<file path="config.mk">
export PLATFORM = sky130hd
export DESIGN_NAME = sys_svc_ahb_master
export DESIGN_NICKNAME = d
export VERILOG_FILES = /design/src/sys_svc_pkg.sv /design/src/xfer_if.sv /design/src/ahb_master_fsm.sv /design/src/addr_gen.sv /design/src/word_counter.sv /design/src/sys_svc_ahb_master.sv
export SDC_FILE = /design/constraint.sdc
export NUM_CORES = 1
export LEC_CHECK = 0
export ABC_AREA = 1
export ABC_CLOCK_PERIOD_IN_PS = 2100
export BUFFER_PORTS_ARGS = -buffer_cell sky130_fd_sc_hd__clkbuf_2
export CORE_MARGIN = 3
export CORE_UTILIZATION = 43
export CTS_CLUSTER_SIZE = 28
export DETAILED_ROUTE_END_ITERATION = 6
export GPL_TIMING_DRIVEN = 0
export PLACE_DENSITY = 0.87
export SLEW_MARGIN = 5
export SYNTH_ARGS = -nofsm -noshare
export SYNTH_HDL_FRONTEND = slang
export SYNTH_SLANG_ARGS = --single-unit
</file>
<file path="constraint.sdc">
create_clock -name hclk -period 2.1 [get_ports hclk]
set_input_delay 0 -clock hclk [delete_from_list [all_inputs] [get_ports hclk]]
set_output_delay 0 -clock hclk [all_outputs]
set_load 0.01 [all_outputs]
</file>
<file path="src/sys_svc_pkg.sv">
// bus widths, AHB encodings, master FSM state type and bus address union

`default_nettype none

package sys_svc_pkg;

   // ---------------------------------------------------------------------
   // bus widths
   // ---------------------------------------------------------------------
   localparam int ADDR_W = 32;
   localparam int DATA_W = 32;

   // ---------------------------------------------------------------------
   // AHB encodings
   // ---------------------------------------------------------------------

   // transfer type, only IDLE and NONSEQ leave this master
   typedef enum logic [1:0] {
      IDLE   = 2'b00,
      BUSY   = 2'b01,
      NONSEQ = 2'b10,
      SEQ    = 2'b11
   } htrans_t;

   // every transfer is one 32-bit word
   localparam logic [2:0] HSIZE_WORD    = 3'b010;
   localparam logic [2:0] HBURST_SINGLE = 3'b000;

   // slave response
   localparam logic HRESP_OKAY  = 1'b0;
   localparam logic HRESP_ERROR = 1'b1;

   // ---------------------------------------------------------------------
   // master FSM
   // ---------------------------------------------------------------------

   // one pass of BREQ, ADDR, DATA per word
   typedef enum logic [2:0] {
      ST_IDLE = 3'd0,
      ST_BREQ = 3'd1,
      ST_ADDR = 3'd2,
      ST_DATA = 3'd3,
      ST_DONE = 3'd4
   } fsm_state_t;

   // ---------------------------------------------------------------------
   // bus address
   // ---------------------------------------------------------------------

   // raw byte address, or word index plus byte offset
   typedef union packed {
      logic [ADDR_W-1:0] raw;
      struct packed {
         logic [ADDR_W-3:0] word_idx;
         logic [1:0]        byte_off;
      } part;
   } ahb_addr_u;

endpackage

`default_nettype wire

</file>
<file path="src/xfer_if.sv">
// control strobes between the master FSM, address generator and word counter

`timescale 1ns/1ps
`default_nettype none

interface xfer_if;

   // start of a transaction, one cycle in the accepting IDLE cycle
   logic load;
   // source base selected, valid with load
   logic use_src;
   // write transaction, valid with load
   logic is_write;
   // data phase finished with OKAY
   logic beat_ok;
   // one word left in the counter
   logic last;

   // FSM side
   modport ctrl (output load, output use_src, output is_write, output beat_ok,
                 input last);

   // address generator side
   modport addr (input load, input use_src, input beat_ok);

   // word counter side
   modport cnt (input load, input is_write, input beat_ok, output last);

endinterface

`default_nettype wire

</file>
<file path="src/ahb_master_fsm.sv">
// AHB-Lite master control FSM with bus control outputs, strobes and done pulses

`timescale 1ns/1ps
`default_nettype none

module ahb_master_fsm (
   input  logic                 hclk,
   input  logic                 hresetn,
   // AHB side
   input  logic                 hready_i,
   input  logic                 hresp_i,
   input  logic                 hgrant_i,
   // request levels from the command decoder
   input  logic                 rd_resp_i,
   input  logic                 rd_req_i,
   input  logic                 rd_async_i,
   input  logic                 wr_req_i,
   // bus control
   output logic                 busreq_o,
   output sys_svc_pkg::htrans_t htrans_o,
   output logic                 hwrite_o,
   output logic                 hsel_o,
   // decoder strobes and pulses
   output logic                 push_o,
   output logic                 pop_o,
   output logic                 done_o,
   output logic                 rvalid_o,
   output logic                 clr_req_o,
   // datapath control
   xfer_if.ctrl                 xfer
);

   sys_svc_pkg::fsm_state_t state_q;
   sys_svc_pkg::fsm_state_t state_d;

   // kind of the running transaction, high for a write
   logic wr_q;
   logic clr_q;

   logic rd_any;
   logic req_any;
   logic accept;
   logic data_ok;
   logic data_err;

   // ---------------------------------------------------------------------
   // request decode
   // ---------------------------------------------------------------------

   // any read kind beats a pending write
   assign rd_any  = rd_resp_i | rd_req_i | rd_async_i;
   assign req_any = rd_any | wr_req_i;
   assign accept  = (state_q == sys_svc_pkg::ST_IDLE) && req_any;

   // data phase outcome
   assign data_ok  = (state_q == sys_svc_pkg::ST_DATA) && hready_i &&
                     (hresp_i == sys_svc_pkg::HRESP_OKAY);
   // first cycle of the two-cycle ERROR response
   assign data_err = (state_q == sys_svc_pkg::ST_DATA) && !hready_i &&
                     (hresp_i == sys_svc_pkg::HRESP_ERROR);

   // ---------------------------------------------------------------------
   // state register
   // ---------------------------------------------------------------------
   always_ff @(posedge hclk or negedge hresetn) begin
      if (!hresetn) begin
         state_q <= sys_svc_pkg::ST_IDLE;
      end else begin
         state_q <= state_d;
      end
   end

   // kind flag and clear-request pulse
   always_ff @(posedge hclk or negedge hresetn) begin
      if (!hresetn) begin
         wr_q  <= 1'b0;
         clr_q <= 1'b0;
      end else begin
         // decoder drops its level one cycle after acceptance
         clr_q <= accept;
         if (accept) begin
            wr_q <= !rd_any;
         end
      end
   end

   // ---------------------------------------------------------------------
   // next state
   // ---------------------------------------------------------------------
   always_comb begin
      state_d = state_q;
      case (state_q)
         sys_svc_pkg::ST_IDLE: begin
            if (req_any) begin
               state_d = sys_svc_pkg::ST_BREQ;
            end
         end
         sys_svc_pkg::ST_BREQ: begin
            // bus owned and previous transfer finished
            if (hgrant_i && hready_i) begin
               state_d = sys_svc_pkg::ST_ADDR;
            end
         end
         sys_svc_pkg::ST_ADDR: begin
            state_d = sys_svc_pkg::ST_DATA;
         end
         sys_svc_pkg::ST_DATA: begin
            if (data_ok) begin
               // re-arbitrate for every word
               state_d = xfer.last ? sys_svc_pkg::ST_DONE : sys_svc_pkg::ST_BREQ;
            end else if (data_err) begin
               // abort, no strobe and no done
               state_d = sys_svc_pkg::ST_IDLE;
            end
         end
         sys_svc_pkg::ST_DONE: begin
            state_d = sys_svc_pkg::ST_IDLE;
         end
         default: begin
            state_d = sys_svc_pkg::ST_IDLE;
         end
      endcase
   end

   // ---------------------------------------------------------------------
   // bus control outputs
   // ---------------------------------------------------------------------

   // request raised in the accepting cycle already
   assign busreq_o = accept || (state_q == sys_svc_pkg::ST_BREQ);

   // single NONSEQ per word, IDLE otherwise
   assign htrans_o = (state_q == sys_svc_pkg::ST_ADDR) ? sys_svc_pkg::NONSEQ
                                                       : sys_svc_pkg::IDLE;
   assign hwrite_o = (state_q == sys_svc_pkg::ST_ADDR) && wr_q;
   assign hsel_o   = (state_q != sys_svc_pkg::ST_IDLE);

   // ---------------------------------------------------------------------
   // decoder strobes
   // ---------------------------------------------------------------------
   assign push_o    = data_ok && !wr_q;
   assign pop_o     = data_ok && wr_q;
   assign done_o    = (state_q == sys_svc_pkg::ST_DONE);
   // read data complete for the decoder
   assign rvalid_o  = done_o && !wr_q;
   assign clr_req_o = clr_q;

   // ---------------------------------------------------------------------
   // datapath control
   // ---------------------------------------------------------------------
   assign xfer.load     = accept;
   // response and async reads start at the source address
   assign xfer.use_src  = rd_resp_i | rd_async_i;
   assign xfer.is_write = !rd_any;
   assign xfer.beat_ok  = data_ok;

endmodule

`default_nettype wire

</file>
<file path="src/addr_gen.sv">
// bus address generator with base selection, latching and word increment

`timescale 1ns/1ps
`default_nettype none

module addr_gen (
   input  logic                   hclk,
   input  logic                   hresetn,
   // base addresses from the command decoder
   input  sys_svc_pkg::ahb_addr_u src_addr_i,
   input  sys_svc_pkg::ahb_addr_u dst_addr_i,
   // registered bus address
   output sys_svc_pkg::ahb_addr_u haddr_o,
   // strobes from the FSM
   xfer_if.addr                   xfer
);

   sys_svc_pkg::ahb_addr_u base;

   // ---------------------------------------------------------------------
   // base selection
   // ---------------------------------------------------------------------

   // src for response and async reads, dst for request reads and writes
   assign base = xfer.use_src ? src_addr_i : dst_addr_i;

   // ---------------------------------------------------------------------
   // address register
   // ---------------------------------------------------------------------
   always_ff @(posedge hclk or negedge hresetn) begin
      if (!hresetn) begin
         haddr_o.raw <= '0;
      end else begin
         if (xfer.load) begin
            // word aligned, low bits dropped
            haddr_o.part.word_idx <= base.part.word_idx;
            haddr_o.part.byte_off <= 2'b00;
         end else if (xfer.beat_ok) begin
            // next word, 4 bytes on
            haddr_o.part.word_idx <= haddr_o.part.word_idx + 1'b1;
         end
      end
   end

endmodule

`default_nettype wire

</file>
<file path="src/word_counter.sv">
// transfer length counter with load, decrement and last-word flag

`timescale 1ns/1ps
`default_nettype none

module word_counter #(
   parameter int CNT_W = 16
) (
   input  logic             hclk,
   input  logic             hresetn,
   // lengths in words from the command decoder
   input  logic [CNT_W-1:0] len_rd_i,
   input  logic [CNT_W-1:0] len_wr_i,
   // strobes from the FSM
   xfer_if.cnt              xfer
);

   // words still to transfer
   logic [CNT_W-1:0] count_q;

   // ---------------------------------------------------------------------
   // count register
   // ---------------------------------------------------------------------
   always_ff @(posedge hclk or negedge hresetn) begin
      if (!hresetn) begin
         count_q <= '0;
      end else begin
         if (xfer.load) begin
            count_q <= xfer.is_write ? len_wr_i : len_rd_i;
         end else if (xfer.beat_ok) begin
            count_q <= count_q - 1'b1;
         end
      end
   end

   // the word in flight is the final one
   assign xfer.last = (count_q == CNT_W'(1));

endmodule

`default_nettype wire

</file>
<file path="src/sys_svc_ahb_master.sv">
// system-services AHB-Lite master top level with FSM, address and count datapath

`timescale 1ns/1ps
`default_nettype none

module sys_svc_ahb_master #(
   parameter int CNT_W = 16
) (
   input  logic                           hclk,
   input  logic                           hresetn,
   // AHB-Lite slave side
   input  logic                           hready_i,
   input  logic                           hresp_i,
   input  logic                           hgrant_i,
   input  logic [sys_svc_pkg::DATA_W-1:0] hrdata_i,
   // command decoder side
   input  logic [sys_svc_pkg::ADDR_W-1:0] src_addr_i,
   input  logic [sys_svc_pkg::ADDR_W-1:0] dst_addr_i,
   input  logic [CNT_W-1:0]               len_rd_i,
   input  logic [CNT_W-1:0]               len_wr_i,
   input  logic                           rd_resp_i,
   input  logic                           rd_req_i,
   input  logic                           rd_async_i,
   input  logic                           wr_req_i,
   input  logic [sys_svc_pkg::DATA_W-1:0] wdata_i,
   // AHB-Lite master outputs
   output logic [1:0]                     htrans_o,
   output logic                           hwrite_o,
   output logic [2:0]                     hsize_o,
   output logic [2:0]                     hburst_o,
   output logic                           hsel_o,
   output logic [sys_svc_pkg::ADDR_W-1:0] haddr_o,
   output logic [sys_svc_pkg::DATA_W-1:0] hwdata_o,
   output logic                           busreq_o,
   // command decoder outputs
   output logic [sys_svc_pkg::DATA_W-1:0] rdata_o,
   output logic                           push_o,
   output logic                           pop_o,
   output logic                           done_o,
   output logic                           rvalid_o,
   output logic                           clr_req_o
);

   sys_svc_pkg::htrans_t   htrans;
   sys_svc_pkg::ahb_addr_u src_addr;
   sys_svc_pkg::ahb_addr_u dst_addr;
   sys_svc_pkg::ahb_addr_u haddr;

   xfer_if xfer ();

   // ---------------------------------------------------------------------
   // fixed fields and data paths
   // ---------------------------------------------------------------------
   assign hsize_o  = sys_svc_pkg::HSIZE_WORD;
   assign hburst_o = sys_svc_pkg::HBURST_SINGLE;
   // write data straight from the decoder FIFO, read data straight back
   assign hwdata_o = wdata_i;
   assign rdata_o  = hrdata_i;

   // plain ports in and out of the address union
   assign src_addr.raw = src_addr_i;
   assign dst_addr.raw = dst_addr_i;
   assign haddr_o      = haddr.raw;
   assign htrans_o     = htrans;

   // ---------------------------------------------------------------------
   // control FSM
   // ---------------------------------------------------------------------
   ahb_master_fsm u_fsm (
      .hclk       (hclk),
      .hresetn    (hresetn),
      .hready_i   (hready_i),
      .hresp_i    (hresp_i),
      .hgrant_i   (hgrant_i),
      .rd_resp_i  (rd_resp_i),
      .rd_req_i   (rd_req_i),
      .rd_async_i (rd_async_i),
      .wr_req_i   (wr_req_i),
      .busreq_o   (busreq_o),
      .htrans_o   (htrans),
      .hwrite_o   (hwrite_o),
      .hsel_o     (hsel_o),
      .push_o     (push_o),
      .pop_o      (pop_o),
      .done_o     (done_o),
      .rvalid_o   (rvalid_o),
      .clr_req_o  (clr_req_o),
      .xfer       (xfer.ctrl)
   );

   // ---------------------------------------------------------------------
   // datapath
   // ---------------------------------------------------------------------
   addr_gen u_addr_gen (
      .hclk       (hclk),
      .hresetn    (hresetn),
      .src_addr_i (src_addr),
      .dst_addr_i (dst_addr),
      .haddr_o    (haddr),
      .xfer       (xfer.addr)
   );

   word_counter #(
      .CNT_W (CNT_W)
   ) u_word_counter (
      .hclk     (hclk),
      .hresetn  (hresetn),
      .len_rd_i (len_rd_i),
      .len_wr_i (len_wr_i),
      .xfer     (xfer.cnt)
   );

endmodule

`default_nettype wire

</file>
==> results.md <==
- The number of rows in the core area is 37.
- The area of the placeable core is 0.0106 mm2.
- In the final routed layout, each cell accounts on average for 15.0 um.
- The flip-flop and latch count after synthesis is 51.
- The initial utilization of the core area, before any placement, comes to 45.0%.
- Summing over every cut layer, the via total after detailed routing is around 5,600.
- The portion of the post-synthesis area used by sequential elements is a little over a quarter.
- Max-cap violations in this run came to 0.
- The share of the clock period used by the worst path is 90.4%.
- Measured against its own limit, the worst slew margin works out to a little under three fifths.
- The path category of the worst min-delay check is primary input to register.
- Leaving out fill and tap cells, the most frequent cell in the layout is sky130_fd_sc_hd__nand2_1.
- The number of cells on the worst reg-to-reg path is 9.
- The post-route netlist has 34.8% of its cells at a drive strength greater than 1.
- The netlist uses 44 different library cells.
- The number of nets with antenna violations after detailed routing is 0.
- The die is 111 um tall.
- STA classifies the critical path startpoint as a register.
- From left edge to right edge, the die measures 111 um.
- The required time reported for the critical path endpoint is roughly 2.1 ns.
- The signal arrival time at the worst endpoint is 1.90 ns.
- The critical path in this run is classified as register to output port.
- The clock tree from TritonCTS is yes.
- The timing endpoint of the critical path is pop_o.
- The filler cell count in the final layout is 1,065.
- The overall die area is 0.0123 mm2.
- In this run the critical register-to-register path is captured at u_addr_gen.haddr_o[18]$_DFFE_PN0P_.
- After clock tree synthesis, the clock-pin slew on the worst setup and hold paths is roughly 0.10 ns.
- CTS placed an instance of sky130_fd_sc_hd__clkbuf_8 at the clock tree root.
- The max-slew violation count was 0.
- The largest area contributor in the netlist is sky130_fd_sc_hd__dfrtp_1.
- Entering global routing, the biggest net connects 52 pins.
- For the final database, setup skew stands at 0.00745 ns.
- The number of vias per cell is 5.14.
- In this run the tool buffered the top-level ports with around 200 buffer cells.
- The Yosys step of the flow raised 0 warnings.
- The number of clock sinks is 51.
- The later pin in the worst-skew pair is clocked with a latency of 0.32 ns.
- Across the VDD grid, the largest voltage drop is 0.456 mV.
- The netlist area before placement is 0.00475 mm2.
- The total count of hold-check failures in the final report is 0.
- Summed over all layers, the routed wires come to 16,400 um.
- The number of global-route vias before repair is between 5,000 and 6,000.
- The total overflow left after global routing is 0.
- The combined area of the multi-input logic cells is 0.00255 mm2.
- The longest clock path from root to sink contains 2 buffers.
- For this design the total switching power over the nets is 3.40 mW.
- In the layout the commonest cells are sky130_fd_sc_hd__nand2_1 (220), sky130_fd_sc_hd__clkbuf_2 (200), sky130_fd_sc_hd__nor2_1 (108).
- Ranked by total cell area, the synthesized netlist is headed by sky130_fd_sc_hd__dfrtp_1 (27%), sky130_fd_sc_hd__nand2_1 (17%), sky130_fd_sc_hd__buf_4 (12%).
- The estimated wirelength of the detail-placed design is 13,200 um.
- The final layout contains 1,130 nets.
- The highest clock rate is 527 MHz.
- The measured slew at the worst slew-check pin is between 0.6 and 0.7 ns.
- The number of remaining DRC errors is 0.
- Of the total power, the share spent switching nets is 52.0%.
- In this run, the number of DRC markers left after iteration 0 of detailed routing was 534.
- Setup repair after global routing left no endpoint under its margin.
- Setup violations remaining at the end of the flow were counted as 0.
- The number of setup buffers added after CTS is 0.
- The area fraction of the dominant cell type after synthesis is 26.9%.
- The repair_antennas step left the layout with diodes totalling 0.
- The average footprint of a synthesized cell is 6.44 um2.
- In this run the power density over the cells is 1070 mW/mm2.
- The detailed-router iteration count before antenna repair is 5.
- Tracing the worst setup path back leads to its startpoint at u_fsm.state_q[2]$_DFFE_PN0P_.
- Of all nets on the critical path, the largest fanout is 10.
- Synthesis produced 738 cells.
- The combined global-route utilization of all metal layers is roughly 25%.
- The minimum clock period is 1.90 ns.
- For this design the static power due to leakage is 3.34 nW.
- Registers are responsible for 31.2% of the overall power.
- The run finished with clean final reports.
- The logic gate share of total power is about three fifths.
- The top-level port count is 281.
- The clock network fraction of design power is 9.2%.
- The number of H-tree levels is 2.
- The internal power is ~3.1 mW.
- The worst setup path is captured at an output port.
- The first global-routing pass estimated 26,000 um of wire.
- The congestion estimate from routability-driven global placement came to about 1.
- Final hold analysis gives a worst-case slack of roughly 0.0055 ns.
- TritonCTS created 5 clock buffers.
- Compared with the post-synthesis result, the final layout area differs by 28.4%.
- Setup slack on the worst reg-to-reg path comes out at 0.22 ns.
- Summed over all failing endpoints, the final setup total negative slack is 0 ns.
- Registers take 0.00128 mm2.
- In this run the critical register-to-register path is launched from u_addr_gen.haddr_o[3]$_DFFE_PN0P_.
- The number of antenna violations at the first check in global routing is 0.
## worst min-delay path by stage
stage,start,endpoint,slack (ns),cells after the start
3_5_place_dp,hrdata_i[6],rdata_o[6],0.19,2
2_1_floorplan,hresetn,u_addr_gen.haddr_o[10]$_DFFE_PN0P_,-0.30,0
4_1_cts,len_wr_i[14],u_word_counter.count_q[14]$_DFFE_PN0P_,0.01,5
3_3_place_gp,wdata_i[2],hwdata_o[2],0.19,2
6_report,len_wr_i[11],u_word_counter.count_q[11]$_DFFE_PN0P_,0.005,5
5_1_grt,len_wr_i[14],u_word_counter.count_q[14]$_DFFE_PN0P_,0.03,5
## timing repair
| item | CTS | global route |
|---|---|---|
| hold buffers | 5 | 0 |
| setup endpoints to repair | 0 | 1 |
| resized for setup | 0 | 1 |
| hold endpoints to repair | 3 | 0 |
## metal layers
layer	global-route usage [%]	part of all wire, %	up-vias
met5	0	0	-
met4	5.68	1.5	0
met3	3.28	10	20
met2	42.8	48	354
met1	34.9	40	2546
li1	-	-	2707
## cell usage after synthesis, drive strengths merged
cell,count
a31oi,1
or2,3
buf,96
clkbuf,3
o22ai,3
o21ai,49
mux2,12
inv,62
nand2,224
and2,1
a211oi,5
o221ai,3
dfrtp,51
o31ai,1
mux2i,2
nor2,113
nor4,1
nand3,46
nor3,17
conb,2
ha,3
nand4,5
xnor2,4
nand3b,2
a31o,1
xor2,4
o211ai,8
a21oi,16
## power by group through the flow
stage / Combinational, mW / Sequential [mW] / Clock [mW]
floorplan: 2.49 / 2.01 / 0
global placement: 3.76 / 2.01 / 0
detailed placement: 3.85 / 2.02 / 0
CTS: 3.87 / 2.01 / 0.612
global route: 4.37 / 2.10 / 0.641
finish: 3.90 / 2.04 / 0.604
## final cells by class
class / instances / area share [%]
multi-input combinational: 533 / 41.8
sequential: 51 / 20.9
timing repair buffer: 206 / 17.3
buffer: 99 / 11.8
inverter: 62 / 3.90
tap: 136 / 2.79
clock buffer: 6 / 1.19
clock inverter: 2 / 0.287
## through the flow
step	util, %	cell area, um2	total power [mW]	cells	setup slack [ns]
6_report	57.8	6100	6.54	1095	0.201
5_1_grt	57.8	6100	7.11	1095	0.0351
4_1_cts	57.7	6090	6.49	1095	0.219
2_1_floorplan	-	4780	4.49	745	0.571
3_5_place_dp	56.4	5950	5.87	1082	0.261
3_3_place_gp	56.4	5950	5.77	1082	0.300
## registers in the layout, indices dropped and copies added (netlist names)
register,count
u_fsm.wr_q,1
u_fsm.state_q,3
u_addr_gen.haddr_o,30
u_fsm.clr_req_o,1
u_word_counter.count_q,16
## cells by family after synthesis
group / count (synthesis) / synth area share, %
and+or+nand+nor: 412 / 37.0
buffers and inverters: 161 / 20.1
AOI/OAI and AO/OA: 87 / 10.3
DFF: 51 / 26.9
muxes: 14 / 3.26
xor gates and xnor gates: 8 / 1.47
adders and majority gates: 3 / 0.790
other: 2 / 0.158
## worst max-delay path, cell delays in order, from the launching register on
cell,delay (ns)
sky130_fd_sc_hd__dfrtp_1,0.46
sky130_fd_sc_hd__inv_1,0.16
sky130_fd_sc_hd__nand3_4,0.12
sky130_fd_sc_hd__nor2_8,0.25
sky130_fd_sc_hd__inv_4,0.13
sky130_fd_sc_hd__buf_2,0.22
sky130_fd_sc_hd__nor2_1,0.11
sky130_fd_sc_hd__clkbuf_2,0.14
No activity file was read; power rests on OpenSTA's default activity.
